===== src/design/fetch_pkg.sv =====
package fetch_pkg;

  // ~~~~~~~~~~~~~~~~~~~~~~~~~~~~~~~~~~~~~~~~~~~~~~~~~~~~~~~~~~~~~~~~~~~~
  // Widths
  // ~~~~~~~~~~~~~~~~~~~~~~~~~~~~~~~~~~~~~~~~~~~~~~~~~~~~~~~~~~~~~~~~~~~~
  typedef logic [31:0] addr_t;   // Byte address
  typedef logic [31:0] word_t;
  typedef logic [31:0] instr_t;  // Compressed in low half
  typedef logic [29:0] tag_t;    // Word address

  // ~~~~~~~~~~~~~~~~~~~~~~~~~~~~~~~~~~~~~~~~~~~~~~~~~~~~~~~~~~~~~~~~~~~~
  // Buses
  // ~~~~~~~~~~~~~~~~~~~~~~~~~~~~~~~~~~~~~~~~~~~~~~~~~~~~~~~~~~~~~~~~~~~~
  typedef struct packed {
    logic  valid;
    tag_t  tag;
    word_t data;
  } fb_entry_t;

  typedef struct packed {
    logic  valid;
    logic  fence;
    addr_t addr;
  } fetch_req_t;

  typedef struct packed {
    logic   ready;
    instr_t instr;
  } fetch_rsp_t;

  typedef struct packed {
    logic  valid;
    logic  fence;
    addr_t addr;
  } imem_req_t;

  typedef struct packed {
    logic  ready;
    word_t rdata;
  } imem_rsp_t;

  typedef struct packed {
    logic       we;
    logic       re;
    logic [0:0] addr;
    word_t      wdata;
  } cfg_req_t;

  localparam logic [0:0] cfg_addr_wait  = 1'b0;
  localparam logic [0:0] cfg_addr_count = 1'b1;

  typedef enum logic {idle, walk} fence_state_e;

endpackage


===== src/design/fetchbuffer_data.sv =====
module fetchbuffer_data import fetch_pkg::*; #(
  parameter int fb_depth = 3
) (
  input  logic                clk,
  input  logic                wen,
  input  logic [fb_depth-1:0] waddr,
  input  fb_entry_t           wentry,
  input  logic [fb_depth-1:0] raddr1,
  input  logic [fb_depth-1:0] raddr2,
  output fb_entry_t           rentry1,
  output fb_entry_t           rentry2
);

  fb_entry_t entries [2**fb_depth];

  // Word of the first halfword and the word after it
  assign rentry1 = entries[raddr1];
  assign rentry2 = entries[raddr2];

  always_ff @(posedge clk) begin
    if (wen) begin
      entries[waddr] <= wentry;
    end
  end

endmodule


===== config.mk =====
export PLATFORM = sky130hd
export DESIGN_NAME = fetchbuffer_data
export DESIGN_NICKNAME = d
export VERILOG_FILES = /design/src/design/fetch_pkg.sv /design/src/design/fetchbuffer_data.sv
export SDC_FILE = /design/constraint.sdc
export NUM_CORES = 1
export LEC_CHECK = 0
export ABC_AREA = 1
export BUFFER_PORTS_ARGS = -buffer_cell sky130_fd_sc_hd__buf_2
export CAP_MARGIN = 20
export CORE_MARGIN = 8
export CORE_UTILIZATION = 35
export CTS_CLUSTER_SIZE = 25
export DETAILED_ROUTE_END_ITERATION = 6
export HOLD_SLACK_MARGIN = 0.06
export SLEW_MARGIN = 30
export SYNTH_ARGS = -nofsm -noshare
export SYNTH_HDL_FRONTEND = slang
export SYNTH_SLANG_ARGS = --single-unit

===== constraint.sdc =====
create_clock -name clk -period 11.4 [get_ports clk]
set_clock_uncertainty 0.2 [all_clocks]
set_input_delay 1.14 -clock clk [delete_from_list [all_inputs] [get_ports clk]]
set_output_delay 1.14 -clock clk [all_outputs]
set_load 0.02 [all_outputs]

==> qor.yml <==
flow_run:
  max_cap_violations: 0
finish:
  final_nets: 3538
  mostFrequentLayoutCell: "nand2_1"
  final_cell_mix: "1644 x nand2_1, 507 x inv_1, 504 x nand3_1, 504 x edfxtp_1, 193 x buf_2"
  drive_gt1_share_pct: 9.26
  largest_reg_flops: 504
  area_growth_pct: 12.7
  nFillCells: 7607
  utilization_pct: 39.9
  largest_register: "entries"
  reg_top3: "entries (504)"
timing:
  fin_tns_setup_ps: 0
  rsz0062_at_grt: "no"
  drv_slew: 0
  hold_viol_final: 0
  worst_slack_ps: 5780
  tightestPinTransition_ps: 1020
  fin_crit_sh_pct: 49.3
  relSlewSlack_pct: 32.0
  fin_hold_ws_ps: 591
  setup_violations: 0
  max_freq_mhz: 178
  fin_crit_ps: 5620
logic_synthesis:
  synthesis.area_um2: 26900
  ys_types: 12
  synth_area_per_cell_um2: 8.00
  synth-seq-cells: 504
  syn-num-nets: 3437
  yosysWarnings: 0
  yosysSeqAreaShare_pct: 56.3
  synth_cells: 3363
die:
  die_x_um: 293
  core_um2: 75900
  start_util_pct: 35.4
  die_h_um: 293
  io_pins: 200
  dieArea_um2: 86000
  rows: 101
global_route:
  met2_usage_pct: 30.3
  use_met3_pct: 3.56
  grt_pass1_wl_mm: 124
  grt_busiest_layer: "met2"
  antenna_found_initial: 9
  grt_max_degree: 173
  grt_overflow: 0
  grt_pass1_vias: 20900
  grtUsageMet1_pct: 24.7
  grt_use_total_pct: 18.5
critical_path:
  start_kind: "primary input"
  path_class: "primary input to output port"
  cp.required_ps: 10060
  startpoint: "raddr1[0]"
  cp-endpoint: "rentry1[15]"
  critPathMaxFanout: 98
  endpoint_kind: "output port"
  critPathArrivalTime_ps: 4280
place:
  pre_cts_ws_ps: 5820
  gp_congestion: 0.740
  portBuffers: 199
  hpwl_mm: 42.5
min_path:
  hp-class: "primary input to register"
detailed_routing:
  drtIter0Drc: 1792
  viasPerCell: 4.78
  dr.pass1.iters: 5
  wire_per_inst_um: 17.9
  drc: 0
  antenna_left: 0
  num_vias: 21700
  wirelength_mm: 81.6
clock_network:
  cts.sinks: 504
  cts_root_buf: "clkbuf_16"
  cts_tree: "built"
  hold_buffers: 0
  cts_setup_buffers: 0
  h-tree-depth: 2
  clkTransAtPathRegs_ps: 60
  cts_buffers: 58
  postCtsResizedCells: 0
  cts_max_path_buffers: 3
power:
  ir_drop_mv: 0.113
  power_density_nw_per_um2: 149
  leakage_uw: 0.0146
outcome:
  status: "finished clean"
==> critical path: stages <==
cell,delay [ps]
clkbuf_8,550
buf_4,880
buf_4,890
nand2_1,130
nand3_1,120
nand2_1,70
nand2_1,60
nand2_1,120
buf_2,190
==> cells in the mapped netlist <==
cell type	n	area [µm²]
buf_2	84	420
nand3_1	504	2520
buf_4	26	195
inv_2	2	7.51
buf_1	18	67.6
clkbuf_1	38	143
nor2_1	8	30.0
edfxtp_1	504	15100
inv_1	507	1900
inv_4	4	25.0
buf_6	24	270
nand2_1	1644	6170
==> through the flow <==
step           area [µm²]  power (µW)  instances
3_3_place_gp        28400        2720       4434
4_1_cts             30300        4570       4540
5_1_grt             30300        4690       4542
6_report            30300        4520       4547
3_5_place_dp        28400        2730       4434
2_1_floorplan       26900        2530       3363
==> per-layer routing <==
| metal | routed length (µm) | vias up |
|---|---|---|
| met4 | 2370 | 8 |
| li1 | - | 10700 |
| met2 | 37200 | 720 |
| met1 | 35900 | 10200 |
| met3 | 6070 | 157 |
| met5 | 42 | - |
==> where the power goes <==
part | leakage, µW | switching [µW] | internal (µW)
Sequential | 0.00458 | 12.0 | 2100
Clock | 0.000904 | 753 | 1080
Combinational | 0.00914 | 419 | 151
==> how the worst min path moves through the flow <==
stage / slack [ps] / endpoint / startpoint / depth (start not counted)
2_1_floorplan: 1040 / entries[0][0] / wentry[0] / 0
3_3_place_gp: 1220 / entries[5][60] / wentry[60] / 1
3_5_place_dp: 1220 / entries[7][10] / wentry[10] / 1
4_1_cts: 550 / entries[7][1] / wentry[1] / 1
5_1_grt: 570 / entries[4][19] / wentry[19] / 1
6_report: 590 / entries[0][26] / wentry[26] / 1
==> area by class of cell <==
type / instances / area (µm²) / area share [%]
flip-flops and latches: 504 / 15100 / 49.9
multi-input cells: 2156 / 8780 / 29.0
inverters: 513 / 1960 / 6.46
clock buffers: 74 / 1530 / 5.06
well taps: 1030 / 1290 / 4.25
repair buffers: 231 / 1270 / 4.19
clock inverters: 32 / 320 / 1.06
diodes: 7 / 17.5 / 0.0578
==> kinds of logic (layout without fill, tap and decap cells) <==
group	after synthesis	after routing	share of synthesized area (%)
other cells	0	7	0
buf+inv	703	850	11.3
flops	504	504	56.3
simple gates	2156	2156	32.4
Power figures use the tool's default switching activity.
