`config.mk`:
```
export PLATFORM = sky130hd
export DESIGN_NAME = fetch_cfg
export DESIGN_NICKNAME = d
export VERILOG_FILES = /design/src/design/fetch_pkg.sv /design/src/design/fetch_cfg.sv
export SDC_FILE = /design/constraint.sdc
export NUM_CORES = 1
export LEC_CHECK = 0
export BUFFER_PORTS_ARGS = -buffer_cell sky130_fd_sc_hd__buf_2
export CORE_ASPECT_RATIO = 1.2
export CORE_MARGIN = 3
export CORE_UTILIZATION = 57
export DETAILED_ROUTE_END_ITERATION = 16
export PLACE_DENSITY = 0.81
export SYNTH_ARGS = -nofsm -noshare
export SYNTH_HDL_FRONTEND = slang
export SYNTH_SLANG_ARGS = --single-unit
```
`constraint.sdc`:
```
create_clock -name clk -period 4.2 [get_ports clk]
set_input_delay 0.84 -clock clk [delete_from_list [all_inputs] [get_ports clk]]
set_output_delay 0.84 -clock clk [all_outputs]
set_load 0.02 [all_outputs]
```
`src/design/fetch_pkg.sv`:
```
package fetch_pkg;

  // ~~~~~~~~~~~~~~~~~~~~~~~~~~~~~~~~~~~~~~~~~~~~~~~~~~~~~~~~~~~~~~~~~~~~
  // Widths
  // ~~~~~~~~~~~~~~~~~~~~~~~~~~~~~~~~~~~~~~~~~~~~~~~~~~~~~~~~~~~~~~~~~~~~
  typedef logic [31:0] addr_t;   // Byte address
  typedef logic [31:0] word_t;
  typedef logic [31:0] instr_t;  // Compressed in low half
  typedef logic [29:0] tag_t;    // Word address

  // ~~~~~~~~~~~~~~~~~~~~~~~~~~~~~~~~~~~~~~~~~~~~~~~~~~~~~~~~~~~~~~~~~~~~
  // Buses
  // ~~~~~~~~~~~~~~~~~~~~~~~~~~~~~~~~~~~~~~~~~~~~~~~~~~~~~~~~~~~~~~~~~~~~
  typedef struct packed {
    logic  valid;
    tag_t  tag;
    word_t data;
  } fb_entry_t;

  typedef struct packed {
    logic  valid;
    logic  fence;
    addr_t addr;
  } fetch_req_t;

  typedef struct packed {
    logic   ready;
    instr_t instr;
  } fetch_rsp_t;

  typedef struct packed {
    logic  valid;
    logic  fence;
    addr_t addr;
  } imem_req_t;

  typedef struct packed {
    logic  ready;
    word_t rdata;
  } imem_rsp_t;

  typedef struct packed {
    logic       we;
    logic       re;
    logic [0:0] addr;
    word_t      wdata;
  } cfg_req_t;

  localparam logic [0:0] cfg_addr_wait  = 1'b0;
  localparam logic [0:0] cfg_addr_count = 1'b1;

  typedef enum logic {idle, walk} fence_state_e;

endpackage

```
`src/design/fetch_cfg.sv`:
```
module fetch_cfg import fetch_pkg::*; #(
  parameter int max_wait = 3,
  localparam int wait_w = (max_wait > 0) ? $clog2(max_wait + 1) : 1
) (
  input  logic              clk,
  input  logic              rst,
  input  cfg_req_t          cfg_req,
  output word_t             cfg_rdata,
  input  logic              instr_done,
  output logic [wait_w-1:0] wait_cycles
);

  word_t count_q;

  always_ff @(posedge clk) begin
    if (!rst) begin
      wait_cycles <= '0;
      count_q     <= '0;
      cfg_rdata   <= '0;
    end else begin
      if (cfg_req.we && cfg_req.addr == cfg_addr_wait) begin
        if (cfg_req.wdata > word_t'(max_wait)) begin
          wait_cycles <= wait_w'(max_wait);  // Clamp
        end else begin
          wait_cycles <= cfg_req.wdata[wait_w-1:0];
        end
      end
      if (cfg_req.we && cfg_req.addr == cfg_addr_count) begin
        count_q <= '0;
      end else if (instr_done) begin
        count_q <= count_q + 1'b1;  // Wraps
      end
      if (cfg_req.re) begin
        cfg_rdata <= (cfg_req.addr == cfg_addr_wait) ? word_t'(wait_cycles) : count_q;
      end
    end
  end

endmodule

```
==> results_dict.tcl <==
set metrics [dict create \
    place_hpwl_um 4752 \
    path_cells "buf_2 > a21bo_2 > inv_1 > nand2_1 > mux2i_1" \
    fin_crit_sh_pct 49.89 \
    crit_family "buffers and inverters" \
    hold_class "flip-flop to flip-flop" \
    skew_ns 0.009350 \
    slowest_delay_ns 0.64 \
    ys_async_sr_fraction_pct 0 \
    drtAntennaViolNets 0 \
    worst_path_max_delay_cell "a21bo_2" \
    synth.avg_cell_area_um2 8.740 \
    hold_violations 0 \
    rows 28 \
    synth_top_cells_by_area "dfxtp_1 44%, a21boi_0 7.5%, nand3_1 6.8%, nand2b_1 6.4%, or4_1 3.2%" \
    synth_common_cells "66 x dfxtp_1, 41 x nand3_1, 31 x nand2b_1" \
    setup_viol 0 \
    yosys.area_share.simple_pct 30.83 \
    setup-tns-final_ns 0 \
    antenna_found_initial 0 \
    cts_buffer_depth 2 \
    fin_crit_ns 2.095 \
    max_slew.worst_pin.slew_ns 0.9074 \
    synth-edff-count 0 \
    yosys-mux-area-fraction_pct 1.992 \
    synthDistinctLibCells 31 \
    vias 2736 \
    cts_resized 0 \
    relSlewSlack_pct 39.51 \
    overflow 0 \
    wire_per_inst_um 14.89 \
    cellLeakagePower_nw 1.300 \
    timing.fmax_ghz 0.4773 \
    synth_compound_area_share_pct 15.77 \
    grt_pass1_vias 2583 \
    routabilityCongestion 0.7706 \
    worstPathMaxFanout 35 \
    ys_ff_latch 66 \
    drc 0 \
    synth_top_family_by_area "simple AND/OR/NAND/NOR gates" \
    start_kind "input pin" \
    endpoint_kind "flip-flop" \
    drt-total-wl_um 6996 \
    synth_nets 384 \
    ys_seq_area_share_pct 43.82 \
    die_w_um 72.40 \
    cts_tree "done" \
    design_area_mm2 0.003538 \
    nNetsFinal 444 \
    ys.flop_type "dfxtp_1" \
    yosys.area.top_type_share_pct 43.82 \
    required_ns 4.42 \
    die_area_mm2 0.006202 \
    synth_area_mm2 0.003015 \
    max-vdd-ir-drop_uv 225.2 \
    synth_top_cell_by_area "dfxtp_1" \
    clock-sinks 66 \
    clock_latency_ns 0.34 \
    htree_levels 3 \
    n_fill_cell 441 \
    placed_area_mm2 0.003341 \
    critical_path_class "input pin to flip-flop" \
    antenna_cells 0 \
    status "completed" \
    io_buffers 71 \
    via_per_inst 5.821 \
    core_region_area_mm2 0.005010 \
    maxCapViolations 0 \
    synth_most_common_cell "dfxtp_1" \
    numCtsBuffers 9 \
    grt_max_degree 65 \
    cts-hold-fix-buffers 0 \
    grt_util_all_layers_pct 24.18 \
    drive_gt1_share_pct 22.68 \
    drt-pass1-iter-count 4 \
    start_util_pct 60.19 \
    rsz0062_at_grt "false" \
    path_clk_slew_ns 0.07 \
    yosysWarnings 0 \
    drt-initial-drc-count 187 \
    post-cts-setup-buffer-count 0 \
    cts_root_buffer "clkbuf_8" \
    grt_pass1_wl_um 12030 \
    syn_inst 345 \
    hold_ws_ns 0.4732 \
    synth_fa_ha_area_share_pct 0.4149 \
    syn_to_final_growth_pct 17.34 \
    utilization_pct 70.63 \
    cp_num_buf_inv 2 \
    io_pins 72 \
    arrival_ns 2.31 \
    die_h_um 85.68 \
    slew_viol_final 0 \
    p_per_area_mw_per_mm2 347.2 \
    synthXorXnorAreaFrac_pct 3.195 \
]
-- cell families (layout without fill, tap and decap cells) --
logic type | Yosys count | after routing
adders and majority gates | 1 | 1
xor gates and xnor gates | 11 | 11
DFF | 66 | 66
AOI/OAI and AO/OA | 71 | 71
and+or+nand+nor | 164 | 164
buffers and inverters | 26 | 91
muxes | 6 | 6
-- metal layers --
metal	up-vias	share of wire (%)	track usage, %
met2	70	51	40.43
met5	-	0	0
met1	1287	43	30.37
met3	9	4.7	5.275
li1	1370	-	-
met4	0	1.4	8.893
-- state kept, by name, summed over array words and instances (netlist names) --
| signal | flops |
|---|---|
| cfg_rdata | 32 |
| wait_cycles | 2 |
| count_q | 32 |
-- area by class of cell --
| class | count | area (um^2) | area share (%) |
|---|---|---|---|
| multi-input cells | 253 | 1574 | 44.48 |
| well taps | 60 | 75.07 | 2.122 |
| inverters | 4 | 15.01 | 0.4243 |
| clock inverters | 2 | 35.03 | 0.9901 |
| flip-flops and latches | 66 | 1321 | 37.34 |
| clock buffers | 14 | 162.7 | 4.597 |
| repair buffers | 71 | 355.3 | 10.04 |
-- power by group --
group | total [mW] | internal, mW | leakage (nW) | switching [mW]
combinational | 0.0668 | 0.0296 | 0.667 | 0.0371
sequential | 0.633 | 0.630 | 0.532 | 0.00340
clock | 0.529 | 0.307 | 0.101 | 0.222
-- cell usage in the layout (no fill, tap or decap), types with 5 or more instances in the layout --
master	count
buf_2	71
dfxtp_1	66
nand3_1	41
nand2b_1	31
a21boi_0	30
a21oi_1	19
nand2_1	17
nor2_1	16
nand4_1	13
or4_1	13
o31ai_1	12
clkbuf_8	11
o21ai_0	7
nor4_1	7
xnor2_1	6
mux2i_1	6
xor2_1	5
or3_1	5
nor3_1	5
-- worst paths after layout --
check        slack (ns)     startpoint       endpoint  cells past startpoint
max                2.10    cfg_req[32]    count_q[28]                      5
min                0.47  cfg_rdata[24]  cfg_rdata[24]                      2
max reg2reg        2.11     count_q[6]    count_q[23]                      4
min reg2reg        0.47  cfg_rdata[24]  cfg_rdata[24]                      2
-- per-stage QoR --
step / instances / worst slack (ns) / power (mW)
after floorplan: 345 / 1.848 / 0.6895
after global placement: 454 / 1.775 / 0.7122
after detailed placement: 454 / 1.732 / 0.7143
after CTS: 470 / 2.100 / 1.236
after global routing: 470 / 1.931 / 1.271
final: 470 / 2.105 / 1.229
-- tightest hold or removal path: stages (launching register included) --
cell and delay [ns]:
dfxtp_1 0.31, nand2b_1 0.06, a21boi_0 0.06
Power figures use the tool's default switching activity.
